--- config.mk ---
export PLATFORM = sky130hd
export DESIGN_NAME = csr_unit
export DESIGN_NICKNAME = d
export VERILOG_FILES = /design/src/design/csr_op_pkg.sv /design/src/design/csr_addr_pkg.sv /design/src/design/csr_wr_if.sv /design/src/design/csr_unit.sv /design/src/design/csr_read_mux.sv /design/src/design/csr_trap_regs.sv /design/src/design/csr_status_regs.sv /design/src/design/csr_ctrl.sv
export SDC_FILE = /design/constraint.sdc
export NUM_CORES = 1
export LEC_CHECK = 0
export BUFFER_PORTS_ARGS = -buffer_cell sky130_fd_sc_hd__buf_2
export CAP_MARGIN = 20
export CORE_ASPECT_RATIO = 0.6
export CORE_MARGIN = 3
export CORE_UTILIZATION = 40
export CTS_CLUSTER_SIZE = 40
export DETAILED_ROUTE_END_ITERATION = 10
export SYNTH_ARGS = -nofsm -noshare
export SYNTH_HDL_FRONTEND = slang
export SYNTH_HIERARCHICAL = 1
export SYNTH_SLANG_ARGS = --single-unit
--- constraint.sdc ---
create_clock -name clk -period 10.9 [get_ports clk]
set_input_delay 1.635 -clock clk [delete_from_list [all_inputs] [get_ports clk]]
set_output_delay 1.635 -clock clk [all_outputs]
set_load 0.005 [all_outputs]
--- src/design/csr_op_pkg.sv ---
package csr_op_pkg;

    typedef logic [31:0] data_t;

    // Operation requested by the pipeline
    typedef enum logic [2:0]
    {
        op_none = 3'd0,
        op_rw   = 3'd1,
        op_rs   = 3'd2,
        op_rc   = 3'd3,
        op_trap = 3'd4,
        op_mret = 3'd5
    } csr_op_e;

    // Controller sequencing
    typedef enum logic
    {
        st_idle = 1'b0,
        st_exec = 1'b1
    } ctrl_state_e;

endpackage

--- src/design/csr_addr_pkg.sv ---
package csr_addr_pkg;

    typedef logic [11:0] csr_addr_t;

    // Machine information registers
    localparam csr_addr_t mvendorid_addr  = 12'hf11;
    localparam csr_addr_t marchid_addr    = 12'hf12;
    localparam csr_addr_t mimpid_addr     = 12'hf13;
    localparam csr_addr_t mhartid_addr    = 12'hf14;

    // Machine trap setup
    localparam csr_addr_t mstatus_addr    = 12'h300;
    localparam csr_addr_t misa_addr       = 12'h301;
    localparam csr_addr_t mie_addr        = 12'h304;
    localparam csr_addr_t mtvec_addr      = 12'h305;
    localparam csr_addr_t mcounteren_addr = 12'h306;

    // Machine trap handling
    localparam csr_addr_t mscratch_addr   = 12'h340;
    localparam csr_addr_t mepc_addr       = 12'h341;
    localparam csr_addr_t mcause_addr     = 12'h342;
    localparam csr_addr_t mtval_addr      = 12'h343;
    localparam csr_addr_t mip_addr        = 12'h344;

    // Upper address bits shared by all F1x info registers
    localparam logic [7:0] info_addr_prefix = 8'hf1;

    // mstatus fields
    localparam int mstatus_mie_bit  = 3;
    localparam int mstatus_mpie_bit = 7;
    localparam int mstatus_mpp_lsb  = 11;

    localparam logic [1:0] machine_mode = 2'b11;

    // Software, timer and external enables/pendings only
    localparam logic [31:0] mie_mask = 32'h0000_0888;
    localparam logic [31:0] mip_mask = 32'h0000_0888;

    // Read-only register contents
    localparam logic [31:0] misa_value       = 32'h4000_0100;
    localparam logic [31:0] mvendorid_value  = 32'h0000_0000;
    localparam logic [31:0] marchid_value    = 32'h0000_0000;
    localparam logic [31:0] mimpid_value     = 32'h0000_0001;
    localparam logic [31:0] mhartid_value    = 32'h0000_0000;
    localparam logic [31:0] mcounteren_value = 32'h0000_0000;

endpackage
--- src/design/csr_wr_if.sv ---
interface csr_wr_if;

    csr_addr_pkg::csr_addr_t waddr;
    csr_op_pkg::data_t       wdata;
    logic                    wr_en;
    logic                    trap_en;
    logic                    mret_en;

    // Trap entry payload
    csr_op_pkg::data_t       cause;
    csr_op_pkg::data_t       epc;
    csr_op_pkg::data_t       tval;

    modport ctrl
    (
        output waddr, wdata, wr_en, trap_en, mret_en, cause, epc, tval
    );

    modport bank
    (
        input waddr, wdata, wr_en, trap_en, mret_en, cause, epc, tval
    );

endinterface

--- src/design/csr_unit.sv ---
module csr_unit
(
    input  logic                    clk,
    input  logic                    arst_n,
    input  logic                    op_valid,
    input  csr_op_pkg::csr_op_e     op,
    input  csr_addr_pkg::csr_addr_t addr,
    input  csr_op_pkg::data_t       wdata,
    input  csr_op_pkg::data_t       cause,
    input  csr_op_pkg::data_t       epc,
    input  csr_op_pkg::data_t       tval,
    output csr_op_pkg::data_t       rdata,
    output logic                    done,
    output logic                    illegal,
    output logic                    busy,
    output csr_op_pkg::data_t       trap_pc,
    output csr_op_pkg::data_t       ret_pc
);

    csr_addr_pkg::csr_addr_t raddr;
    csr_op_pkg::data_t       rvalue;
    logic                    raddr_valid;
    csr_op_pkg::data_t       mstatus;
    csr_op_pkg::data_t       mie;
    csr_op_pkg::data_t       mip;
    csr_op_pkg::data_t       mtvec;
    csr_op_pkg::data_t       mscratch;
    csr_op_pkg::data_t       mepc;
    csr_op_pkg::data_t       mcause;
    csr_op_pkg::data_t       mtval;

    csr_wr_if i_wr_if ();

    csr_ctrl i_ctrl
    (
        .clk         (clk),
        .arst_n      (arst_n),
        .op_valid    (op_valid),
        .op          (op),
        .addr        (addr),
        .wdata       (wdata),
        .cause       (cause),
        .epc         (epc),
        .tval        (tval),
        .rvalue      (rvalue),
        .raddr_valid (raddr_valid),
        .raddr       (raddr),
        .rdata       (rdata),
        .done        (done),
        .illegal     (illegal),
        .busy        (busy),
        .wr          (i_wr_if.ctrl)
    );

    csr_status_regs i_status_regs
    (
        .clk     (clk),
        .arst_n  (arst_n),
        .wr      (i_wr_if.bank),
        .mstatus (mstatus),
        .mie     (mie),
        .mip     (mip)
    );

    csr_trap_regs i_trap_regs
    (
        .clk      (clk),
        .arst_n   (arst_n),
        .wr       (i_wr_if.bank),
        .mtvec    (mtvec),
        .mscratch (mscratch),
        .mepc     (mepc),
        .mcause   (mcause),
        .mtval    (mtval)
    );

    csr_read_mux i_read_mux
    (
        .raddr       (raddr),
        .mstatus     (mstatus),
        .mie         (mie),
        .mip         (mip),
        .mtvec       (mtvec),
        .mscratch    (mscratch),
        .mepc        (mepc),
        .mcause      (mcause),
        .mtval       (mtval),
        .rvalue      (rvalue),
        .raddr_valid (raddr_valid)
    );

    // Trap and return targets as levels
    assign trap_pc = mtvec;
    assign ret_pc  = mepc;

endmodule

--- src/design/csr_read_mux.sv ---
module csr_read_mux
(
    input  csr_addr_pkg::csr_addr_t raddr,
    input  csr_op_pkg::data_t       mstatus,
    input  csr_op_pkg::data_t       mie,
    input  csr_op_pkg::data_t       mip,
    input  csr_op_pkg::data_t       mtvec,
    input  csr_op_pkg::data_t       mscratch,
    input  csr_op_pkg::data_t       mepc,
    input  csr_op_pkg::data_t       mcause,
    input  csr_op_pkg::data_t       mtval,
    output csr_op_pkg::data_t       rvalue,
    output logic                    raddr_valid
);

    always_comb
    begin
        raddr_valid = 1'b1;
        case (raddr)
            // Information registers are constants
            csr_addr_pkg::mvendorid_addr:  rvalue = csr_addr_pkg::mvendorid_value;
            csr_addr_pkg::marchid_addr:    rvalue = csr_addr_pkg::marchid_value;
            csr_addr_pkg::mimpid_addr:     rvalue = csr_addr_pkg::mimpid_value;
            csr_addr_pkg::mhartid_addr:    rvalue = csr_addr_pkg::mhartid_value;
            csr_addr_pkg::misa_addr:       rvalue = csr_addr_pkg::misa_value;
            csr_addr_pkg::mcounteren_addr: rvalue = csr_addr_pkg::mcounteren_value;

            // Status bank
            csr_addr_pkg::mstatus_addr:    rvalue = mstatus;
            csr_addr_pkg::mie_addr:        rvalue = mie;
            csr_addr_pkg::mip_addr:        rvalue = mip;

            // Trap bank
            csr_addr_pkg::mtvec_addr:      rvalue = mtvec;
            csr_addr_pkg::mscratch_addr:   rvalue = mscratch;
            csr_addr_pkg::mepc_addr:       rvalue = mepc;
            csr_addr_pkg::mcause_addr:     rvalue = mcause;
            csr_addr_pkg::mtval_addr:      rvalue = mtval;

            default:
            begin
                rvalue      = '0;
                raddr_valid = 1'b0;
            end
        endcase
    end

endmodule

--- src/design/csr_trap_regs.sv ---
module csr_trap_regs
(
    input  logic              clk,
    input  logic              arst_n,
    csr_wr_if.bank            wr,
    output csr_op_pkg::data_t mtvec,
    output csr_op_pkg::data_t mscratch,
    output csr_op_pkg::data_t mepc,
    output csr_op_pkg::data_t mcause,
    output csr_op_pkg::data_t mtval
);

    csr_op_pkg::data_t mtvec_q;
    csr_op_pkg::data_t mscratch_q;
    csr_op_pkg::data_t mepc_q;
    csr_op_pkg::data_t mcause_q;
    csr_op_pkg::data_t mtval_q;

    always_ff @(posedge clk or negedge arst_n)
    begin
        if (!arst_n)
        begin
            mtvec_q    <= '0;
            mscratch_q <= '0;
            mepc_q     <= '0;
            mcause_q   <= '0;
            mtval_q    <= '0;
        end
        else if (wr.trap_en)
        begin
            // Trap entry capture
            mepc_q   <= {wr.epc[31:2], 2'b00};
            mcause_q <= wr.cause;
            mtval_q  <= wr.tval;
        end
        else if (wr.wr_en)
        begin
            case (wr.waddr)
                // Direct mode only
                csr_addr_pkg::mtvec_addr:    mtvec_q    <= {wr.wdata[31:2], 2'b00};
                csr_addr_pkg::mscratch_addr: mscratch_q <= wr.wdata;
                csr_addr_pkg::mepc_addr:     mepc_q     <= {wr.wdata[31:2], 2'b00};
                csr_addr_pkg::mcause_addr:   mcause_q   <= wr.wdata;
                csr_addr_pkg::mtval_addr:    mtval_q    <= wr.wdata;
                default:
                begin
                end
            endcase
        end
    end

    assign mtvec    = mtvec_q;
    assign mscratch = mscratch_q;
    assign mepc     = mepc_q;
    assign mcause   = mcause_q;
    assign mtval    = mtval_q;

    // Return target stays word aligned
    a_mepc_aligned : assert property (
        @(posedge clk) disable iff (!arst_n) mepc_q[1:0] == 2'b00
    );

endmodule

--- src/design/csr_status_regs.sv ---
module csr_status_regs
(
    input  logic              clk,
    input  logic              arst_n,
    csr_wr_if.bank            wr,
    output csr_op_pkg::data_t mstatus,
    output csr_op_pkg::data_t mie,
    output csr_op_pkg::data_t mip
);

    logic              mie_bit_q;
    logic              mpie_bit_q;
    csr_op_pkg::data_t mie_q;
    csr_op_pkg::data_t mip_q;
    logic              wr_mstatus;
    logic              wr_mie;
    logic              wr_mip;

    assign wr_mstatus = wr.wr_en && (wr.waddr == csr_addr_pkg::mstatus_addr);
    assign wr_mie     = wr.wr_en && (wr.waddr == csr_addr_pkg::mie_addr);
    assign wr_mip     = wr.wr_en && (wr.waddr == csr_addr_pkg::mip_addr);

    // Interrupt enable stack
    always_ff @(posedge clk or negedge arst_n)
    begin
        if (!arst_n)
        begin
            mie_bit_q  <= 1'b0;
            mpie_bit_q <= 1'b0;
        end
        else if (wr.trap_en)
        begin
            mpie_bit_q <= mie_bit_q;
            mie_bit_q  <= 1'b0;
        end
        else if (wr.mret_en)
        begin
            mie_bit_q  <= mpie_bit_q;
            mpie_bit_q <= 1'b1;
        end
        else if (wr_mstatus)
        begin
            mie_bit_q  <= wr.wdata[csr_addr_pkg::mstatus_mie_bit];
            mpie_bit_q <= wr.wdata[csr_addr_pkg::mstatus_mpie_bit];
        end
    end

    always_ff @(posedge clk or negedge arst_n)
    begin
        if (!arst_n)
        begin
            mie_q <= '0;
            mip_q <= '0;
        end
        else
        begin
            if (wr_mie)
            begin
                mie_q <= wr.wdata & csr_addr_pkg::mie_mask;
            end
            if (wr_mip)
            begin
                mip_q <= wr.wdata & csr_addr_pkg::mip_mask;
            end
        end
    end

    // MPP always reads as machine mode
    always_comb
    begin
        mstatus = '0;
        mstatus[csr_addr_pkg::mstatus_mie_bit]  = mie_bit_q;
        mstatus[csr_addr_pkg::mstatus_mpie_bit] = mpie_bit_q;
        mstatus[csr_addr_pkg::mstatus_mpp_lsb +: 2] = csr_addr_pkg::machine_mode;
    end

    assign mie = mie_q;
    assign mip = mip_q;

    a_trap_mret_exclusive : assert property (
        @(posedge clk) disable iff (!arst_n) !(wr.trap_en && wr.mret_en)
    );

endmodule

--- src/design/csr_ctrl.sv ---
module csr_ctrl
(
    input  logic                    clk,
    input  logic                    arst_n,
    input  logic                    op_valid,
    input  csr_op_pkg::csr_op_e     op,
    input  csr_addr_pkg::csr_addr_t addr,
    input  csr_op_pkg::data_t       wdata,
    input  csr_op_pkg::data_t       cause,
    input  csr_op_pkg::data_t       epc,
    input  csr_op_pkg::data_t       tval,
    input  csr_op_pkg::data_t       rvalue,
    input  logic                    raddr_valid,
    output csr_addr_pkg::csr_addr_t raddr,
    output csr_op_pkg::data_t       rdata,
    output logic                    done,
    output logic                    illegal,
    output logic                    busy,
    csr_wr_if.ctrl                  wr
);

    csr_op_pkg::ctrl_state_e state_q;
    csr_op_pkg::csr_op_e     op_q;
    csr_addr_pkg::csr_addr_t addr_q;
    csr_op_pkg::data_t       wdata_q;
    csr_op_pkg::data_t       cause_q;
    csr_op_pkg::data_t       epc_q;
    csr_op_pkg::data_t       tval_q;
    csr_op_pkg::data_t       new_value;
    logic                    exec;
    logic                    is_rmw;
    logic                    read_only;
    logic                    illegal_op;

    always_ff @(posedge clk or negedge arst_n)
    begin
        if (!arst_n)
        begin
            state_q <= csr_op_pkg::st_idle;
            op_q    <= csr_op_pkg::op_none;
        end
        else
        begin
            case (state_q)
                csr_op_pkg::st_idle:
                begin
                    if (op_valid)
                    begin
                        state_q <= csr_op_pkg::st_exec;
                        op_q    <= op;
                    end
                end
                default:
                begin
                    state_q <= csr_op_pkg::st_idle;
                end
            endcase
        end
    end

    // Operands, held for the exec cycle
    always_ff @(posedge clk)
    begin
        if (op_valid && (state_q == csr_op_pkg::st_idle))
        begin
            addr_q  <= addr;
            wdata_q <= wdata;
            cause_q <= cause;
            epc_q   <= epc;
            tval_q  <= tval;
        end
    end

    assign exec  = (state_q == csr_op_pkg::st_exec);
    assign raddr = addr_q;

    assign is_rmw = (op_q == csr_op_pkg::op_rw) || (op_q == csr_op_pkg::op_rs) ||
                    (op_q == csr_op_pkg::op_rc);

    // F1x range plus misa and mcounteren cannot be written
    assign read_only = (addr_q[11:4] == csr_addr_pkg::info_addr_prefix) ||
                       (addr_q == csr_addr_pkg::misa_addr) ||
                       (addr_q == csr_addr_pkg::mcounteren_addr);

    assign illegal_op = is_rmw && (!raddr_valid || read_only);

    always_comb
    begin
        case (op_q)
            csr_op_pkg::op_rw: new_value = wdata_q;
            csr_op_pkg::op_rs: new_value = rvalue | wdata_q;
            csr_op_pkg::op_rc: new_value = rvalue & ~wdata_q;
            default:           new_value = rvalue;
        endcase
    end

    // Result strobe
    assign done    = exec;
    assign busy    = exec;
    assign illegal = exec && illegal_op;
    assign rdata   = (exec && is_rmw && !illegal_op) ? rvalue : '0;

    // Commands to the banks
    assign wr.waddr   = addr_q;
    assign wr.wdata   = new_value;
    assign wr.wr_en   = exec && is_rmw && !illegal_op;
    assign wr.trap_en = exec && (op_q == csr_op_pkg::op_trap);
    assign wr.mret_en = exec && (op_q == csr_op_pkg::op_mret);
    assign wr.cause   = cause_q;
    assign wr.epc     = epc_q;
    assign wr.tval    = tval_q;

    // Caller honours busy
    a_no_op_while_busy : assert property (
        @(posedge clk) disable iff (!arst_n) busy |-> !op_valid
    );

    // Fixed one-cycle latency from request to done
    a_done_after_op : assert property (
        @(posedge clk) disable iff (!arst_n) op_valid |=> done
    );

    a_done_only_after_op : assert property (
        @(posedge clk) disable iff (!arst_n) done |-> $past(op_valid)
    );

endmodule

**Word level (Yosys, flattened, before mapping)**

Index checks and enable logic that the tools add are counted.

- Bits in registers: 310
- Input bits: 146
- Output and inout port bits: 99
- Word-level logic and storage cells: 91

- Equality and inequality tests: 20
- Muxes and demuxes: 21
- Bitwise gates (word level): 5
- Reduce and logical (&&, ||, !) cells: 29

Operators by type and width:

| cell | number |
|---|---|
| $mux W32 | 10 |
| $pmux W32 S10 | 1 |
| $eq A12 B10 Y1 const B | 10 |
| $pmux W32 S3 | 1 |
| $eq A12 B12 Y1 const B | 4 |
| $and A32 B32 Y32 | 1 |
| $not A32 Y32 | 1 |
| $or A32 B32 Y32 | 1 |
| $reduce_or A14 Y1 | 1 |
| $logic_and A1 B1 Y1 | 10 |
| $mux W1 | 9 |
| $eq A8 B8 Y1 const B | 1 |
| $reduce_and A2 Y1 | 4 |
| $reduce_bool A2 Y1 | 4 |
| $eq A3 B2 Y1 const B | 2 |
| $eq A3 B3 Y1 const B | 2 |
| $reduce_and A3 Y1 | 2 |
| $logic_or A1 B1 Y1 | 5 |
| $eq A3 B1 Y1 const B | 1 |
| $reduce_bool A3 Y1 | 1 |
| $logic_not A1 Y1 | 2 |
| $not A1 Y1 | 2 |

**Logic depth before layout (Yosys ltp)**

- Word-level depth: 12
- Mapped depth: 18
- Mapped depth without buffers: 12

**By module**

The synthesis kept the hierarchy.

Modules (own cells, without submodules):

| module | times used | cells an instance | area an instance (um^2) | sequential area each (um^2) |
|---|---|---|---|---|
| csr_trap_regs | 1 | 508 | 6882.9 | 3903.7 |
| csr_ctrl | 1 | 325 | 5411.4 | 4304.1 |
| csr_read_mux | 1 | 379 | 2357.3 | 0.0 |
| csr_status_regs | 1 | 121 | 1096.1 | 200.2 |

**Least setup slack after synthesis**

OpenSTA, ideal clock, no wires.

- Path kind: input port to flip-flop
- From: input port op_valid
- To: register i_ctrl.op_q[0]
- Setup time: 0.098 ns
- Arrival time: 8.795 ns
- Required time: 10.802 ns
- Slack: 2.007 ns
- Cell stages on the path: 2
- Buffers on the path: 0
- Cells stage by stage: nor2b_1 > mux2_2

- Cells in the longest elaborated chain, start to end: 1

RTL lines:

| what | RTL line | RTL |
|---|---|---|
| start: declaration | csr_unit.sv:5 | `input logic op_valid,` |
| $reduce_and A2 Y1 (no line) | n/a |  |
| end signal: assignment | csr_ctrl.sv:40 | `op_q <= csr_op_pkg::op_none;` |
| end signal: assignment | csr_ctrl.sv:50 | `op_q <= op;` |
| end: declaration | csr_ctrl.sv:23 | `csr_op_pkg::csr_op_e op_q;` |

No other way between the ends.
A chain may end at the register's enable or synchronous reset.

**Worst setup path after layout**

- From: register i_ctrl.addr_q[6], in the netlist i_ctrl/raddr[6]
- To: output port rdata[2]

- Cells in the longest elaborated chain, start to end: 9
- Elaborated cells on any way between the ends: 26
- Classes of those cells: eq/ne (15); mux (3); reduce/logical (8)

RTL lines:

| what | RTL line | RTL |
|---|---|---|
| start: declaration | csr_ctrl.sv:24 | `csr_addr_pkg::csr_addr_t addr_q;` |
| start signal: assignment | csr_ctrl.sv:66 | `addr_q <= addr;` |
| $eq A12 B10 Y1 or $eq A12 B12 Y1 (tied branches) | csr_read_mux.sv:19 | `case (raddr)` |
| $reduce_or A14 Y1 (no line) * | n/a |  |
| $mux W1 * | csr_read_mux.sv:19 |  |
| net raddr_valid | csr_unit.sv:22 | `logic raddr_valid;` |
| $logic_not A1 Y1 * | csr_ctrl.sv:85 | `assign illegal_op = is_rmw && (!raddr_valid \|\| read_only);` |
| $logic_or A1 B1 Y1 * | csr_ctrl.sv:85 |  |
| $logic_and A1 B1 Y1 * | csr_ctrl.sv:85 |  |
| $logic_not A1 Y1 * | csr_ctrl.sv:101 | `assign rdata = (exec && is_rmw && !illegal_op) ? rvalue : '0;` |
| $logic_and A1 B1 Y1 * | csr_ctrl.sv:101 |  |
| $mux W32 * | csr_ctrl.sv:101 |  |
| end: declaration | csr_unit.sv:12 | `output csr_op_pkg::data_t rdata,` |

Mark *: on every way through the listed nets, which the timed path passes. The rest lies on a longest branch.

==> run summary <==
The clock tree buffer depth is 3. The number of global-route vias before repair came to 11.2k. In this run the worst path has a maximum fanout of 33. The maximum frequency from static timing analysis is 161 MHz. The sequential cell area is 0.00835 mm². The multi-input combinational cells in the finished layout cover a total of 0.00637 mm².

The number of buffers inserted by post-CTS setup repair came out at 0. Walking the worst path, the cells encountered are and4b_2 -> and4_2 -> a221oi_1 -> nand3_1 -> inv_1 -> a31oi_1 -> a21oi_4 -> buf_4 -> nor2_1 -> buf_2. The share of total power dissipated in combinational logic is 17.4%. The pin count of the biggest net entering global routing is 227.

The wire length of the first global-routing pass came out at 72700 µm. The number of violations of the max-capacitance limit came out at 0. The transition time at the pin with the least slew margin came out at 1.11 ns. The H-tree level count is 1. Summed over all nets, the switching power comes to 849 µW. The startpoint class of the critical path is a flip-flop. The count of placed standard cells in the final layout, fillers left out is 2042. In this run the critical register-to-register path is captured at i_trap_regs/mscratch[6]. The overall routing resource usage came out at 22.8%. For this run, the slowest stage of the critical path takes 0.91 ns.

The initial cell density of the core is 41.1%. Counting the buffers created by CTS gives 30. The floorplan step set the die width to 262 µm.

The area growth from synthesis to layout came out at 13.7%. The number of fill cells came out at 3494. The part of the total power dissipated in the clock network is 34.0%.

The first detailed-routing pass ran for 6 iterations. Synthesis produced a netlist whose cell count is 1331. The number of placement rows came out at 55. For the worst-skew pair, the clock arrives at the later sink with an insertion delay of 0.59 ns.

The final worst hold slack is 0.485 ns. The number of placed I/O pins is 245. The overall die height is 159 µm. The number of warnings reported in the yosys synthesis log is 6. The post-cts resize count is 0. For this block, the initial DRC count from the detailed router was 964. The total power divided by cell area came out at 175 mW/mm².

The remaining antenna violation count after routing came out at 0. Adding up every negative setup slack in the final design gives 0 ns. The residual overflow from global routing came out at 0.

The number of setup violations in the final report came out at 0. The reported leakage power is 7.51 nW. The initial antenna violation count was 4. The hold-fix buffer count after cts came out at 0. The cell with the largest stage delay on the worst path is sky130_fd_sc_hd__and4_2. The number of remaining DRC errors is 0. The worst setup path is of the flip-flop to primary output kind. Input and output buffers added on the ports amount to 238. STA classifies the critical path endpoint as a primary output. The ratio of final minimum period to clock period is 57.0%. The relative max-transition margin came out at 25.9%.

The clock transition at the register clock pins on the worst setup and hold paths after CTS is 0.06 ns. The routed layout has 11.6k vias. The standard cell core area is 0.0382 mm².

CTS placed an instance of sky130_fd_sc_hd__clkbuf_16 at the clock tree root. The synthesized area per cell is 11.8 µm². The data arrival at the endpoint of the critical path came out at 4.58 ns.

Setup repair after global routing left no endpoint under its margin. The placer's final routability congestion estimate is 0.790. The total die area is 0.0417 mm². The flow ran to the end, and the final reports show no timing, DRC or antenna violations. The number of pins exceeding their max-slew limit in the final report is 0. The part of the power in registers came out at 48.7%. IR analysis of the VDD net gives a maximum drop of 0.000101 V. The min-delay analysis places its worst path in the category flip-flop to flip-flop.

The depth of the worst register-to-register path is 13. The capture endpoint of the worst hold path is i_trap_regs/mcause[31]. The switching part of the total power came out at 27.2%. The average wire per standard cell came out at 23.8 µm. In this run the critical register-to-register path is launched from i_ctrl/raddr[6]. The number of failing hold endpoints at the final stage came out at 0. The post-layout net count is 1649. Dividing the detail-routed via count by the number of cells gives 5.70.

Along the worst hold path, the cell count comes to 1. The worst setup skew after layout is 0.0218 ns. Measured on the finished design, the core utilization comes to 46.7%. The register-to-register setup slack came out at 4.84 ns. The data required time at the worst endpoint is 9.27 ns.

The post-synth design cell area came out at 0.0157 mm². The sum of net half-perimeters after detailed placement came out at 29600 µm. TritonCTS built the clock tree. The tree built by TritonCTS fans out to 306 sinks.

The startpoint of the lowest-slack hold path is i_ctrl/wr.cause[31]. The wire length reported by the detailed router came out at 48600 µm. Once placement completed, the tool counted placed cells totaling 1981. The internal power of the cells totals 2.27 mW. The shortest period the worst path allows came out at 6.22 ns. In the final layout, the share of cells above drive strength 1 is 28.2%.
==> area by class of cell <==
class	instances	area share, %
Clock inverter	15	0.919
Clock buffer	41	4.55
Timing Repair Buffer	269	8.31
Multi-Input combinational cell	893	35.7
Sequential cell	306	46.8
Tap cell	513	3.60
Inverter	3	0.0632
Antenna cell	2	0.0281
==> registers in the layout, summed over array words and instances, names as in the netlist <==
register	cells
i_trap_regs/mtvec	30
i_ctrl/raddr	12
i_ctrl/op_q	3
i_ctrl/wr.cause	32
i_status_regs/mie_bit_q	1
i_ctrl/busy	1
i_status_regs/mie	3
i_ctrl/wr.epc	30
i_trap_regs/mscratch	32
i_status_regs/mpie_bit_q	1
i_ctrl/wdata_q	32
i_ctrl/wr.tval	32
i_trap_regs/mcause	32
i_status_regs/mip	3
i_trap_regs/mepc	30
i_trap_regs/mtval	32
==> cells in the final DEF, fill, tap and decap left out, types with 6 or more instances in the layout <==
master,instances
sky130_fd_sc_hd__clkbuf_1,9
sky130_fd_sc_hd__o21ai_0,38
sky130_fd_sc_hd__dfrtp_1,168
sky130_fd_sc_hd__nor2_2,10
sky130_fd_sc_hd__nor2_1,44
sky130_fd_sc_hd__nor2b_1,35
sky130_fd_sc_hd__nand2_1,128
sky130_fd_sc_hd__edfxtp_1,138
sky130_fd_sc_hd__o32ai_1,7
sky130_fd_sc_hd__nand4_1,9
sky130_fd_sc_hd__a22o_1,32
sky130_fd_sc_hd__a221o_1,94
sky130_fd_sc_hd__a211o_1,13
sky130_fd_sc_hd__nor4_1,6
sky130_fd_sc_hd__clkinv_2,8
sky130_fd_sc_hd__a22oi_1,50
sky130_fd_sc_hd__mux2_2,72
sky130_fd_sc_hd__nor3b_1,99
sky130_fd_sc_hd__mux2i_1,10
sky130_fd_sc_hd__o221ai_1,9
sky130_fd_sc_hd__nor3_1,8
sky130_fd_sc_hd__o22ai_1,44
sky130_fd_sc_hd__a2111o_1,15
sky130_fd_sc_hd__buf_4,27
sky130_fd_sc_hd__conb_1,92
sky130_fd_sc_hd__buf_2,237
sky130_fd_sc_hd__clkbuf_16,30
sky130_fd_sc_hd__nand3_1,6
sky130_fd_sc_hd__nand3b_1,6
==> how the worst max path moves through the flow <==
stage | from | to | slack (ns) | cells after the start
CTS | i_ctrl/raddr[6] | rdata[2] | 4.62 | 10
detailed placement | i_ctrl/raddr[6] | i_trap_regs/mscratch[6] | 4.84 | 13
finish | i_ctrl/raddr[6] | rdata[2] | 4.68 | 10
global placement | i_ctrl/raddr[6] | i_trap_regs/mscratch[5] | 4.94 | 13
global route | i_ctrl/raddr[6] | rdata[2] | 4.49 | 10
floorplan | op_valid | i_ctrl/op_q[0] | 2.10 | 2
==> power groups by stage <==
stage,clock [mW],sequential (mW),combinational [mW]
2_1_floorplan,0,1.50,0.387
3_3_place_gp,0,1.54,0.521
3_5_place_dp,0,1.54,0.535
4_1_cts,1.09,1.52,0.537
5_1_grt,1.14,1.54,0.595
6_report,1.06,1.52,0.542
==> per-stage QoR <==
stage          worst slack [ns]  power (mW)  instance area, µm²
4_1_cts                    4.62        3.14               17800
3_3_place_gp               4.94        2.06               16800
5_1_grt                    4.49        3.27               17800
3_5_place_dp               4.84        2.07               16800
6_report                   4.68        3.12               17800
2_1_floorplan              2.10        1.89               16000
==> metal layers <==
metal  share of wire (%)  global-route usage (%)
met1                  47                    34.4
met2                  43                    33.3
met3                 7.9                    4.96
met4                 1.9                    5.31
met5               0.070                       0
==> worst max-delay path: cells and delay by family, from the launching register on <==
family	cells	cell delay, ns
and+or+nand+nor	4	2.18
DFF	1	0.80
buffers and inverters	3	0.52
AOI/OAI and AO/OA	3	0.46
Power figures use the tool's default switching activity.
